## src/firPkg.sv

```systemverilog
package firPkg;

    typedef logic signed [17:0] sampleT;   // Sample and coefficient word
    typedef logic signed [47:0] accT;      // MAC accumulator

    typedef enum logic [1:0] {
        macIdle,                           // Accumulator holds
        macMul,                            // Start a new sum
        macMadd                            // Add product to the sum
    } macOpT;

    localparam logic [1:0] ChanNone = 2'd3;   // Slot serves no input channel
    localparam int ResultShift = 16;          // Lowest published accumulator bit

    typedef struct packed {
        logic [1:0] chanSel;   // Input channel pushed in this slot
        logic       doUpdate;  // Push the pending sample
        logic       firstTap;
        logic       lastTap;
        macOpT      macOp;
        logic       fifoNum;   // History buffer of this slot
    } slotEntryT;

    typedef slotEntryT [31:0] scheduleT;

    typedef struct packed {
        logic [9:0] offset;    // Newest entry
        logic [5:0] lenM1;     // Length minus one
    } fifoDescT;

    typedef struct packed {
        logic [3:0] histAddr;
        logic [3:0] coefAddr;
        logic [3:0] wrAddr;    // History push address
        logic       wrEn;
        macOpT      macOp;
        logic       lastTap;
        logic       commit;    // Sum is published at lastTap
        logic       chan;
        logic [5:0] spare;
    } tapCtlT;

    typedef struct packed {
        sampleT value;
        logic   chan;
        logic   strobe;
    } resultT;

    localparam fifoDescT InitFifoDesc [2] = '{
        '{offset: 10'd0, lenM1: 6'd5},     // Channel 0, six taps
        '{offset: 10'd8, lenM1: 6'd4}      // Channel 1, five taps
    };

    // Channel 0 region 0..7, channel 1 region 8..15
    localparam sampleT InitCoef [16] = '{
        18'h06666, 18'h19999, 18'h26667, 18'h0999a, 18'h03333, 18'h01111, 18'h00000, 18'h00000,
        18'h03333, 18'h06666, 18'h09999, 18'h10000, 18'h3c000, 18'h00000, 18'h00000, 18'h00000
    };

    // Update slot at the head of each 16-slot group, taps right behind it
    function automatic scheduleT buildSchedule();
        scheduleT s;
        int base;
        s = '0;
        for (int i = 0; i < 32; i++) begin
            s[i].chanSel = ChanNone;
            s[i].fifoNum = i[4];           // Upper half of frame is channel 1
        end
        for (int c = 0; c < 2; c++) begin
            base = 16 * c;
            s[base].chanSel = c[1:0];
            s[base].doUpdate = 1'b1;
            for (int k = 0; k <= InitFifoDesc[c].lenM1; k++) begin
                s[base + 1 + k].firstTap = (k == 0);
                s[base + 1 + k].lastTap = (k == InitFifoDesc[c].lenM1);
                s[base + 1 + k].macOp = (k == 0) ? macMul : macMadd;
            end
        end
        return s;
    endfunction

    localparam scheduleT FrameSchedule = buildSchedule();

endpackage

```

## src/firEngine.sv

```systemverilog
`timescale 1ns/10ps

module firEngine #(
    parameter int LogTimeSlices  = 5,
    parameter int LogBufferDepth = 4,
    parameter int LogNumFifos    = 1
) (
    input  logic                      iClk,
    input  logic                      iRst,
    input  logic                      iData0Changed,   // Flips once per new sample
    input  firPkg::sampleT            iData0,
    input  logic                      iData1Changed,
    input  firPkg::sampleT            iData1,
    input  logic                      iCoefWrEn,
    input  logic [LogBufferDepth-1:0] iCoefWrAddr,
    input  firPkg::sampleT            iCoefWrData,
    output logic                      oData0Changed,   // Flips one cycle after oData0 settles
    output firPkg::sampleT            oData0,
    output logic                      oData1Changed,
    output firPkg::sampleT            oData1
);

    firPkg::slotEntryT slotPs1;
    firPkg::slotEntryT slotPs2;
    firPkg::sampleT    pendingData;
    logic              pendingNew;
    firPkg::tapCtlT    tapCtl;
    firPkg::resultT    result;

    // Schedule source, late copies left for probing
    sliceSequencer #(.LogTimeSlices(LogTimeSlices)) uSeq (
        .iClk, .iRst, .slotPs1, .slotPs2, .slotPs3(), .slotPs8()
    );

    sampleCapture uCap (
        .iClk, .iRst, .iData0Changed, .iData0, .iData1Changed, .iData1,
        .slotPs1, .pendingData, .pendingNew
    );

    tapAddressGen #(.LogBufferDepth(LogBufferDepth), .LogNumFifos(LogNumFifos)) uAddr (
        .iClk, .iRst, .slotPs2, .pendingNew, .tapCtl
    );

    macDatapath #(.LogBufferDepth(LogBufferDepth)) uMac (
        .iClk, .iCoefWrEn, .iCoefWrAddr, .iCoefWrData, .tapCtl, .pendingData, .result
    );

    outputPublisher uOut (
        .iClk, .iRst, .result, .oData0, .oData0Changed, .oData1, .oData1Changed
    );

endmodule

```

## src/macDatapath.sv

```systemverilog
`timescale 1ns/10ps

module macDatapath #(
    parameter int LogBufferDepth = 4
) (
    input  logic                      iClk,
    input  logic                      iCoefWrEn,
    input  logic [LogBufferDepth-1:0] iCoefWrAddr,
    input  firPkg::sampleT            iCoefWrData,
    input  firPkg::tapCtlT            tapCtl,        // ps4
    input  firPkg::sampleT            pendingData,
    output firPkg::resultT            result         // ps9
);

    localparam int Depth = 1 << LogBufferDepth;

    firPkg::sampleT          coefMem [Depth];
    firPkg::sampleT          histMem [Depth];
    firPkg::sampleT          coefRd1;
    firPkg::sampleT          coefRd2;   // ps6
    firPkg::sampleT          histRd1;
    firPkg::sampleT          histRd2;   // ps6
    logic signed [35:0]      product;   // ps7
    firPkg::accT             acc;       // ps8
    firPkg::tapCtlT [3:0]    ctlPipe = '0;   // ps5 to ps8, clean from power-up

    initial begin
        for (int a = 0; a < Depth; a++) begin
            coefMem[a] = firPkg::InitCoef[a];
            histMem[a] = '0;
        end
    end

    //////////////////////////////////////////////////
    // RAMs, two-cycle read
    //////////////////////////////////////////////////
    always @(posedge iClk) begin
        if (iCoefWrEn)
            coefMem[iCoefWrAddr] <= iCoefWrData;
        coefRd1 <= coefMem[tapCtl.coefAddr];
        coefRd2 <= coefRd1;
    end

    always @(posedge iClk) begin
        if (tapCtl.wrEn)
            histMem[tapCtl.wrAddr] <= pendingData;   // Push at the new offset
        histRd1 <= histMem[tapCtl.histAddr];
        histRd2 <= histRd1;
    end

    //////////////////////////////////////////////////
    // Multiply-accumulate
    //////////////////////////////////////////////////
    always_ff @(posedge iClk) begin
        ctlPipe <= {ctlPipe[2:0], tapCtl};
        product <= coefRd2 * histRd2;        // Signed 18x18
        case (ctlPipe[2].macOp)
            firPkg::macMul:  acc <= product;   // Sign extended load
            firPkg::macMadd: acc <= acc + product;
            default:         acc <= acc;
        endcase
        result.value <= acc[firPkg::ResultShift +: 18];
        result.chan <= ctlPipe[3].chan;
        result.strobe <= ctlPipe[3].lastTap & ctlPipe[3].commit;   // Only accepted frames
    end

endmodule

```

## src/outputPublisher.sv

```systemverilog
`timescale 1ns/10ps

module outputPublisher (
    input  logic           iClk,
    input  logic           iRst,
    input  firPkg::resultT result,
    output firPkg::sampleT oData0,
    output logic           oData0Changed,
    output firPkg::sampleT oData1,
    output logic           oData1Changed
);

    firPkg::sampleT [1:0] dataQ;
    logic [1:0]           loadQ;   // Channel loaded last cycle
    logic [1:0]           togQ;

    // Data first, toggle one cycle later so it marks settled data
    always_ff @(posedge iClk or posedge iRst) begin
        if (iRst) begin
            dataQ <= '0;
            loadQ <= '0;
            togQ <= '0;
        end else begin
            loadQ <= '0;
            if (result.strobe) begin
                dataQ[result.chan] <= result.value;
                loadQ[result.chan] <= 1'b1;
            end
            togQ <= togQ ^ loadQ;   // Level to toggle
        end
    end

    assign oData0 = dataQ[0];
    assign oData1 = dataQ[1];
    assign oData0Changed = togQ[0];
    assign oData1Changed = togQ[1];

    // Each flip traces back to that channel's result strobe
    for (genvar c = 0; c < 2; c++) begin : gTogChk
        assert property (@(posedge iClk) disable iff (iRst)
            $changed(togQ[c]) |-> $past(result.strobe && (result.chan == c), 2));
    end

endmodule

```

## src/sampleCapture.sv

```systemverilog
`timescale 1ns/10ps

module sampleCapture (
    input  logic              iClk,
    input  logic              iRst,
    input  logic              iData0Changed,
    input  firPkg::sampleT    iData0,
    input  logic              iData1Changed,
    input  firPkg::sampleT    iData1,
    input  firPkg::slotEntryT slotPs1,
    output firPkg::sampleT    pendingData,   // Scheduled channel's sample, ps2
    output logic              pendingNew     // Sample not taken before
);

    firPkg::sampleT [1:0] inData;
    firPkg::sampleT [1:0] dataQ;     // Last latched sample per channel
    logic [1:0]           inTog;
    logic [1:0]           togQ;      // Last registered input toggle
    logic [1:0]           freshQ;    // Latched sample still waiting for its slot
    logic                 takeSlot;
    logic                 takeChan;

    assign inData = {iData1, iData0};
    assign inTog = {iData1Changed, iData0Changed};
    assign takeSlot = slotPs1.doUpdate && (slotPs1.chanSel != firPkg::ChanNone);
    assign takeChan = slotPs1.chanSel[0];

    //////////////////////////////////////////////////
    // Toggle tracking
    //////////////////////////////////////////////////
    always_ff @(posedge iClk or posedge iRst) begin
        if (iRst) begin
            togQ <= '0;
            freshQ <= '0;
            pendingNew <= 1'b0;
        end else begin
            pendingNew <= 1'b0;
            if (takeSlot) begin
                pendingNew <= freshQ[takeChan];
                freshQ[takeChan] <= 1'b0;
            end
            // A new arrival wins over a take in the same cycle
            for (int c = 0; c < 2; c++) begin
                if (inTog[c] != togQ[c]) begin
                    togQ[c] <= inTog[c];
                    freshQ[c] <= 1'b1;   // A second toggle just overwrites the sample
                end
            end
        end
    end

    // Sample payload
    always_ff @(posedge iClk) begin
        for (int c = 0; c < 2; c++) begin
            if (inTog[c] != togQ[c])
                dataQ[c] <= inData[c];
        end
        if (takeSlot)
            pendingData <= dataQ[takeChan];   // Held until the next update slot
    end

endmodule

```

## src/sliceSequencer.sv

```systemverilog
`timescale 1ns/10ps

module sliceSequencer #(
    parameter int LogTimeSlices = 5
) (
    input  logic              iClk,
    input  logic              iRst,
    output firPkg::slotEntryT slotPs1,   // Sample capture stage
    output firPkg::slotEntryT slotPs2,   // Descriptor stage
    output firPkg::slotEntryT slotPs3,
    output firPkg::slotEntryT slotPs8
);

    logic [LogTimeSlices-1:0] sliceCnt;   // Free-running frame position
    logic [1:0]               enCnt;      // Update enable after reset
    firPkg::slotEntryT        slotPs0;
    firPkg::slotEntryT [4:0]  slotDly;    // Stages ps4 to ps8

    // Table lookup, doUpdate held off while the pipeline fills
    always_comb begin
        slotPs0 = firPkg::FrameSchedule[sliceCnt];
        if (enCnt != 2'd3)
            slotPs0.doUpdate = 1'b0;
    end

    //////////////////////////////////////////////////
    // Counter and stage copies
    //////////////////////////////////////////////////
    always_ff @(posedge iClk or posedge iRst) begin
        if (iRst) begin
            sliceCnt <= '0;
            enCnt <= '0;
            slotPs1 <= '0;
            slotPs2 <= '0;
            slotPs3 <= '0;
            slotDly <= '0;
        end else begin
            sliceCnt <= sliceCnt + 1'b1;   // Wraps at frame end
            if (enCnt != 2'd3)
                enCnt <= enCnt + 1'b1;
            slotPs1 <= slotPs0;
            slotPs2 <= slotPs1;
            slotPs3 <= slotPs2;
            slotDly <= {slotDly[3:0], slotPs3};
        end
    end

    assign slotPs8 = slotDly[4];

    // Capture stage sees no push in the first 4 cycles out of reset
    assert property (@(posedge iClk) disable iff (iRst)
        $fell(iRst) |-> !slotPs1.doUpdate ##1 !slotPs1.doUpdate
            ##1 !slotPs1.doUpdate ##1 !slotPs1.doUpdate);

endmodule

```

## src/tapAddressGen.sv

```systemverilog
`timescale 1ns/10ps

module tapAddressGen #(
    parameter int LogBufferDepth = 4,
    parameter int LogNumFifos    = 1
) (
    input  logic              iClk,
    input  logic              iRst,
    input  firPkg::slotEntryT slotPs2,
    input  logic              pendingNew,
    output firPkg::tapCtlT    tapCtl       // ps4
);

    localparam int NumFifos = 1 << LogNumFifos;

    firPkg::fifoDescT          descMem [NumFifos];
    firPkg::fifoDescT          updDesc;     // Port B, update slot
    firPkg::fifoDescT          tapDescQ;    // Port A, registered for taps
    firPkg::slotEntryT         slotQ;       // ps3 copy
    logic [9:0]                updMask;
    logic [9:0]                updOffset;   // Pushed offset
    logic [9:0]                tapMask;
    logic [9:0]                tapOrigin;
    logic                      accept;
    logic                      updEnQ;
    logic [LogBufferDepth-1:0] updAddrQ;
    logic [NumFifos-1:0]       commitQ;     // Channel accepted a sample this frame

    // Smallest all-ones mask covering the length
    function automatic logic [9:0] regionMask(input logic [5:0] lenM1);
        logic [9:0] m;
        m = 10'd1;
        for (int b = 1; b < 6; b++) begin
            if (lenM1[b])
                m = (10'd2 << b) - 10'd1;
        end
        return m;
    endfunction

    initial begin
        for (int f = 0; f < NumFifos; f++)
            descMem[f] = firPkg::InitFifoDesc[f];
    end

    //////////////////////////////////////////////////
    // Update side, ps2
    //////////////////////////////////////////////////
    always_comb begin
        updDesc = descMem[slotPs2.fifoNum];
        updMask = regionMask(updDesc.lenM1);
        updOffset = (updDesc.offset & ~updMask) | ((updDesc.offset + 10'd1) & updMask);
        accept = slotPs2.doUpdate & pendingNew;
    end

    // Write-back lands before the first tap reads
    always @(posedge iClk) begin
        if (accept)
            descMem[slotPs2.fifoNum] <= '{offset: updOffset, lenM1: updDesc.lenM1};
        tapDescQ <= descMem[slotPs2.fifoNum];
        updAddrQ <= updOffset[LogBufferDepth-1:0];
    end

    always_ff @(posedge iClk or posedge iRst) begin
        if (iRst) begin
            slotQ <= '0;
            updEnQ <= 1'b0;
            commitQ <= '0;
        end else begin
            slotQ <= slotPs2;
            updEnQ <= accept;
            if (slotPs2.doUpdate)
                commitQ[slotPs2.fifoNum] <= accept;   // Kept until lastTap
        end
    end

    //////////////////////////////////////////////////
    // Tap addresses, ps3 to ps4
    //////////////////////////////////////////////////
    assign tapMask = regionMask(tapDescQ.lenM1);
    assign tapOrigin = tapDescQ.offset & ~tapMask;

    always_ff @(posedge iClk or posedge iRst) begin
        if (iRst) begin
            tapCtl <= '0;
        end else begin
            tapCtl.wrEn <= updEnQ;
            tapCtl.wrAddr <= updAddrQ;
            tapCtl.macOp <= slotQ.macOp;
            tapCtl.lastTap <= slotQ.lastTap;
            tapCtl.commit <= slotQ.lastTap & commitQ[slotQ.fifoNum];
            tapCtl.chan <= slotQ.fifoNum;
            tapCtl.spare <= '0;
            if (slotQ.firstTap) begin
                tapCtl.histAddr <= tapDescQ.offset[LogBufferDepth-1:0];   // Newest sample
                tapCtl.coefAddr <= tapOrigin[LogBufferDepth-1:0];
            end else begin
                // History walks back, wrapping in the region
                tapCtl.histAddr <= tapOrigin[LogBufferDepth-1:0]
                    | ((tapCtl.histAddr - 1'b1) & tapMask[LogBufferDepth-1:0]);
                tapCtl.coefAddr <= tapCtl.coefAddr + 1'b1;
            end
        end
    end

    // A new sum must start on every first tap
    assert property (@(posedge iClk) disable iff (iRst)
        slotQ.firstTap |=> (tapCtl.macOp == firPkg::macMul));

endmodule
```

## config.mk

```make
export PLATFORM = sky130hd
export DESIGN_NAME = firEngine
export DESIGN_NICKNAME = d
export VERILOG_FILES = /design/src/firPkg.sv /design/src/firEngine.sv /design/src/macDatapath.sv /design/src/outputPublisher.sv /design/src/sampleCapture.sv /design/src/sliceSequencer.sv /design/src/tapAddressGen.sv
export SDC_FILE = /design/constraint.sdc
export NUM_CORES = 2
export LEC_CHECK = 0
export ABC_CLOCK_PERIOD_IN_PS = 9830
export BUFFER_PORTS_ARGS = -buffer_cell sky130_fd_sc_hd__buf_4
export CORE_MARGIN = 2
export CORE_UTILIZATION = 50
export DETAILED_ROUTE_END_ITERATION = 12
export PLACE_DENSITY = 0.66
export REMOVE_ABC_BUFFERS = 1
export SLEW_MARGIN = 40
export SYNTH_ARGS = -nofsm -noshare
export SYNTH_HDL_FRONTEND = slang
export SYNTH_SLANG_ARGS = --single-unit
```

## constraint.sdc

```tcl
create_clock -name iClk -period 9.83 [get_ports iClk]
set_clock_uncertainty 0.1 [all_clocks]
set_input_delay 1.966 -clock iClk [delete_from_list [all_inputs] [get_ports iClk]]
set_output_delay 1.966 -clock iClk [all_outputs]
set_load 0.05 [all_outputs]
```

==> results.py <==
metrics = {
    "worst_hold_path": {
        "min_from": "uMac.coefRd1[1]$_DFF_P_",
        "min_path_type": "reg2reg",
        "holdPathEnd": "uMac.coefRd2[1]$_DFF_P_",
        "holdPathStages": 0,
    },
    "detailed_routing": {
        "met3WireLength_um": 4515,
        "viasPerCell": 5.470,
        "drt-met1-wl_um": 41020,
        "finalWirelength_um": 94670,
        "dr.first_iter.drc_count": 1919,
        "drc": 0,
        "vias": 25460,
        "maxUsedRoutingLayer": "met4",
        "met2WireLength_um": 46940,
        "detail_route.first_pass.iterations": 5,
        "wl_per_cell_um": 20.34,
        "detail-route-antenna-nets": 0,
    },
    "timing": {
        "rsz0062_at_grt": "false",
        "slew_viol_final": 0,
        "final_hold_viol_count": 0,
        "setup_viol": 0,
        "max_freq_mhz": 147.6,
        "worst_pin_slew_ns": 0.8847,
        "final.setup.worst_slack_ns": 3.054,
        "finalCritPeriodShare": 0.6893,
        "min_period_ns": 6.776,
        "fin_tns_setup_ns": 0,
        "relSlewSlack": 0.4102,
    },
    "run": {
        "cap_violations": 0,
    },
    "place": {
        "place_ws_ns": 3.072,
        "finalWeightedCongestion": 0.8858,
        "port_buffers": 100,
        "placed_cell_area_sq_um": 48400,
        "dp_hpwl_um": 63660,
    },
    "floorplan": {
        "io_pins": 101,
        "die_y_um": 307.3,
        "core_area_sq_um": 91390,
        "start_util": 0.5033,
        "die_x_um": 307.3,
        "fp-row-count": 111,
        "fp.dieArea_sq_um": 94420,
    },
    "global_routing": {
        "grt_pass1_vias": 27060,
        "grt_pass1_wl_um": 149900,
        "grt_usage": 0.2043,
        "grt_max_degree": 64,
        "antenna_found_initial": 1,
        "gr-total-overflow": 0,
    },
    "cells_and_area": {
        "antenna-diode-count": 0,
        "area_growth_pct": 12.42,
        "final_net_count": 3899,
        "drive_gt1_frac": 0.1516,
        "final_core_util": 0.5658,
        "final_common_cell": "edfxtp_1",
        "fill_cells": 7112,
        "mostFrequentLayoutCells": "682 x edfxtp_1, 365 x inv_1, 316 x fa_1",
        "design_area_sq_um": 51700,
    },
    "synth": {
        "syn_area_sq_um": 45990,
        "synthDistinctLibCells": 71,
        "synth_edf_count": 682,
        "syn_avg_cell_area_sq_um": 14.11,
        "syn_inst": 3260,
        "synth_flop_cell": "edfxtp_1",
        "ys_async_sr_fraction": 0.09591,
        "ys_warn_count": 0,
        "ys_seq_area_frac": 0.5621,
        "synth-seq-cells": 928,
    },
    "clock_network": {
        "cts.repair.resized": 0,
        "holdBufCountCts": 0,
        "cts_buffers": 95,
        "clkLatencyLatePin_ns": 0.68,
        "ctsLongestPathBuffers": 3,
        "clock-sinks": 928,
        "htreeDepth": 3,
        "cts_setup_buffers": 0,
        "cts_root_buf": "clkbuf_16",
        "cts_tree": "built",
        "cts.clk_slew.worst_paths_ns": 0.07,
    },
    "critical_path": {
        "cp_slowest_stage_delay_ns": 0.72,
        "reg2reg_slack_ns": 3.05,
        "crit_arrival_ns": 7.23,
        "r2r-end": "uMac.product[33]$_DFF_P_",
        "crit_fanout": 18,
        "crit_chain": "nand2_1 > fa_1 > inv_1 > fa_1 > inv_1 > fa_1 > inv_1 > fa_1 > fa_1 > inv_1 > fa_1 > inv_1 > ha_1 > nand3_1 > or4_1 > a211o_1 > nand2_1 > o22ai_2 > a211oi_2 > nand3b_1 > nand3_1",
        "ff2ff_path_depth": 21,
        "endpoint_kind": "flop",
        "worst_setup_path_start_kind": "flop",
        "criticalPathCategory": "reg2reg",
        "slowest_stage": "fa_1",
        "path_common_cell": "fa_1",
        "crit_required_ns": 10.28,
        "r2r_start": "uMac.histRd2[3]$_DFF_P_",
    },
    "power_and_ir_drop": {
        "seq_power_share": 0.428,
        "pwr-share-clk": 0.346,
        "ir_worst_vdd_mv": 0.1528,
        "swShare": 0.2858,
        "p_per_area_nw_per_um2": 202.8,
        "p_leak_nw": 19.59,
        "p_comb_frac": 0.225,
        "p_int_mw": 7.487,
        "switchingPower_mw": 2.997,
    },
    "run_status": {
        "status": "finished clean",
    },
}
synthesized netlist by cell type (all sizes together) (4+ instances only):
library cell,count,share of area
a21o,25,0.0041
a211oi,16,0.0032
buf,29,0.0028
o21a,15,0.0024
xnor2,54,0.010
nor2,105,0.0086
nor4b,4,0.00090
o211ai,10,0.0016
dfxtp,157,0.068
o21bai,4,0.00065
nor3,31,0.0034
xor2,20,0.0038
mux2i,136,0.030
dfrtp,89,0.048
nor2b,11,0.0015
fa,316,0.14
nand2b,15,0.0020
clkbuf,92,0.0075
a211o,5,0.00098
mux2,95,0.023
ha,134,0.036
a31oi,7,0.00095
nor4,4,0.00054
a22oi,36,0.0059
mux4,72,0.035
and3,6,0.00082
nand3,22,0.0024
or2,4,0.00054
nand2,255,0.021
a221oi,36,0.0069
and2,170,0.023
o31ai,5,0.00082
a21oi,95,0.011
o21ai,85,0.0094
nand3b,6,0.00098
nand4,10,0.0014
edfxtp,682,0.45
inv,367,0.030
layer usage:
layer | GRT usage | vias to the layer above
met4 | 0.06557 | 0
met2 | 0.3487 | 624
li1 | - | 11630
met5 | 0 | -
met3 | 0.02670 | 133
met1 | 0.2729 | 13070
registers in the layout, summed over array words and instances, names as in the netlist, 5 cells and up:
register,count
uAddr.tapCtl,18
uSeq.slotPs2,5
uMac.histMem,288
uAddr.descMem,18
uMac.ctlPipe,18
uMac.acc,34
uMac.product,34
uAddr.tapDescQ,9
uSeq.sliceCnt,5
uOut.oData0,18
uMac.coefMem,288
uCap.pendingData,18
uOut.oData1,18
uMac.histRd1,18
uMac.coefRd2,18
uMac.histRd2,18
uCap.dataQ,36
uSeq.slotPs1,7
uMac.result,20
uMac.coefRd1,18
stage by stage:
stage | hold slack (ns) | total power [mW] | cells
CTS | 0.2215 | 10.59 | 4651
floorplan | 0.2096 | 6.361 | 3139
global placement | 0.2113 | 6.872 | 4466
detailed placement | 0.2121 | 6.937 | 4471
global route | 0.2279 | 11.01 | 4655
finish | 0.2244 | 10.48 | 4655
area by class of cell:
cell class | count | area, sq um | share of cell area
sequential | 928 | 25860 | 0.5003
multi-input combinational | 1844 | 18480 | 0.3575
clock buffer | 132 | 2660 | 0.05145
tap | 1186 | 1484 | 0.02870
inverter | 367 | 1380 | 0.02669
timing repair buffer | 150 | 1275 | 0.02466
clock inverter | 48 | 555.5 | 0.01074
power by group through the flow:
stage / Sequential [mW] / Clock (mW) / Combinational, mW
2_1_floorplan: 4.81 / 0 / 1.55
3_3_place_gp: 4.56 / 0 / 2.31
4_1_cts: 4.49 / 3.72 / 2.37
3_5_place_dp: 4.58 / 0 / 2.36
5_1_grt: 4.51 / 3.87 / 2.63
6_report: 4.49 / 3.63 / 2.36
worst max-delay path by stage:
stage / cells past startpoint / startpoint / end / slack (ns)
after floorplan: 21 / uMac.histRd2[3]$_DFF_P_ / uMac.product[33]$_DFF_P_ / 3.80
after global placement: 21 / uMac.histRd2[3]$_DFF_P_ / uMac.product[33]$_DFF_P_ / 3.28
after detailed placement: 21 / uMac.coefRd2[17]$_DFF_P_ / uMac.product[33]$_DFF_P_ / 3.07
after CTS: 21 / uMac.histRd2[3]$_DFF_P_ / uMac.product[33]$_DFF_P_ / 3.07
after global routing: 21 / uMac.coefRd2[17]$_DFF_P_ / uMac.product[33]$_DFF_P_ / 2.64
final: 21 / uMac.histRd2[3]$_DFF_P_ / uMac.product[33]$_DFF_P_ / 3.05
worst max-delay path: cells and delay by family (launching register included):
family | cells | cell delay [ns]
buffers and inverters | 5 | 0.37
adders and majority gates | 7 | 3.59
and+or+nand+nor | 6 | 1.26
AOI/OAI and AO/OA | 3 | 0.64
DFF | 1 | 0.71
logic make-up after synthesis:
kind of cell	share of synthesized area
AO/OA/AOI/OAI	0.05183
XOR/XNOR	0.01409
AND/OR/NAND/NOR	0.06959
flip-flops	0.5621
adder cells (fa/ha/maj)	0.1740
buffers and inverters	0.04029
multiplexers	0.08812
(Power assumes the default switching activity.)
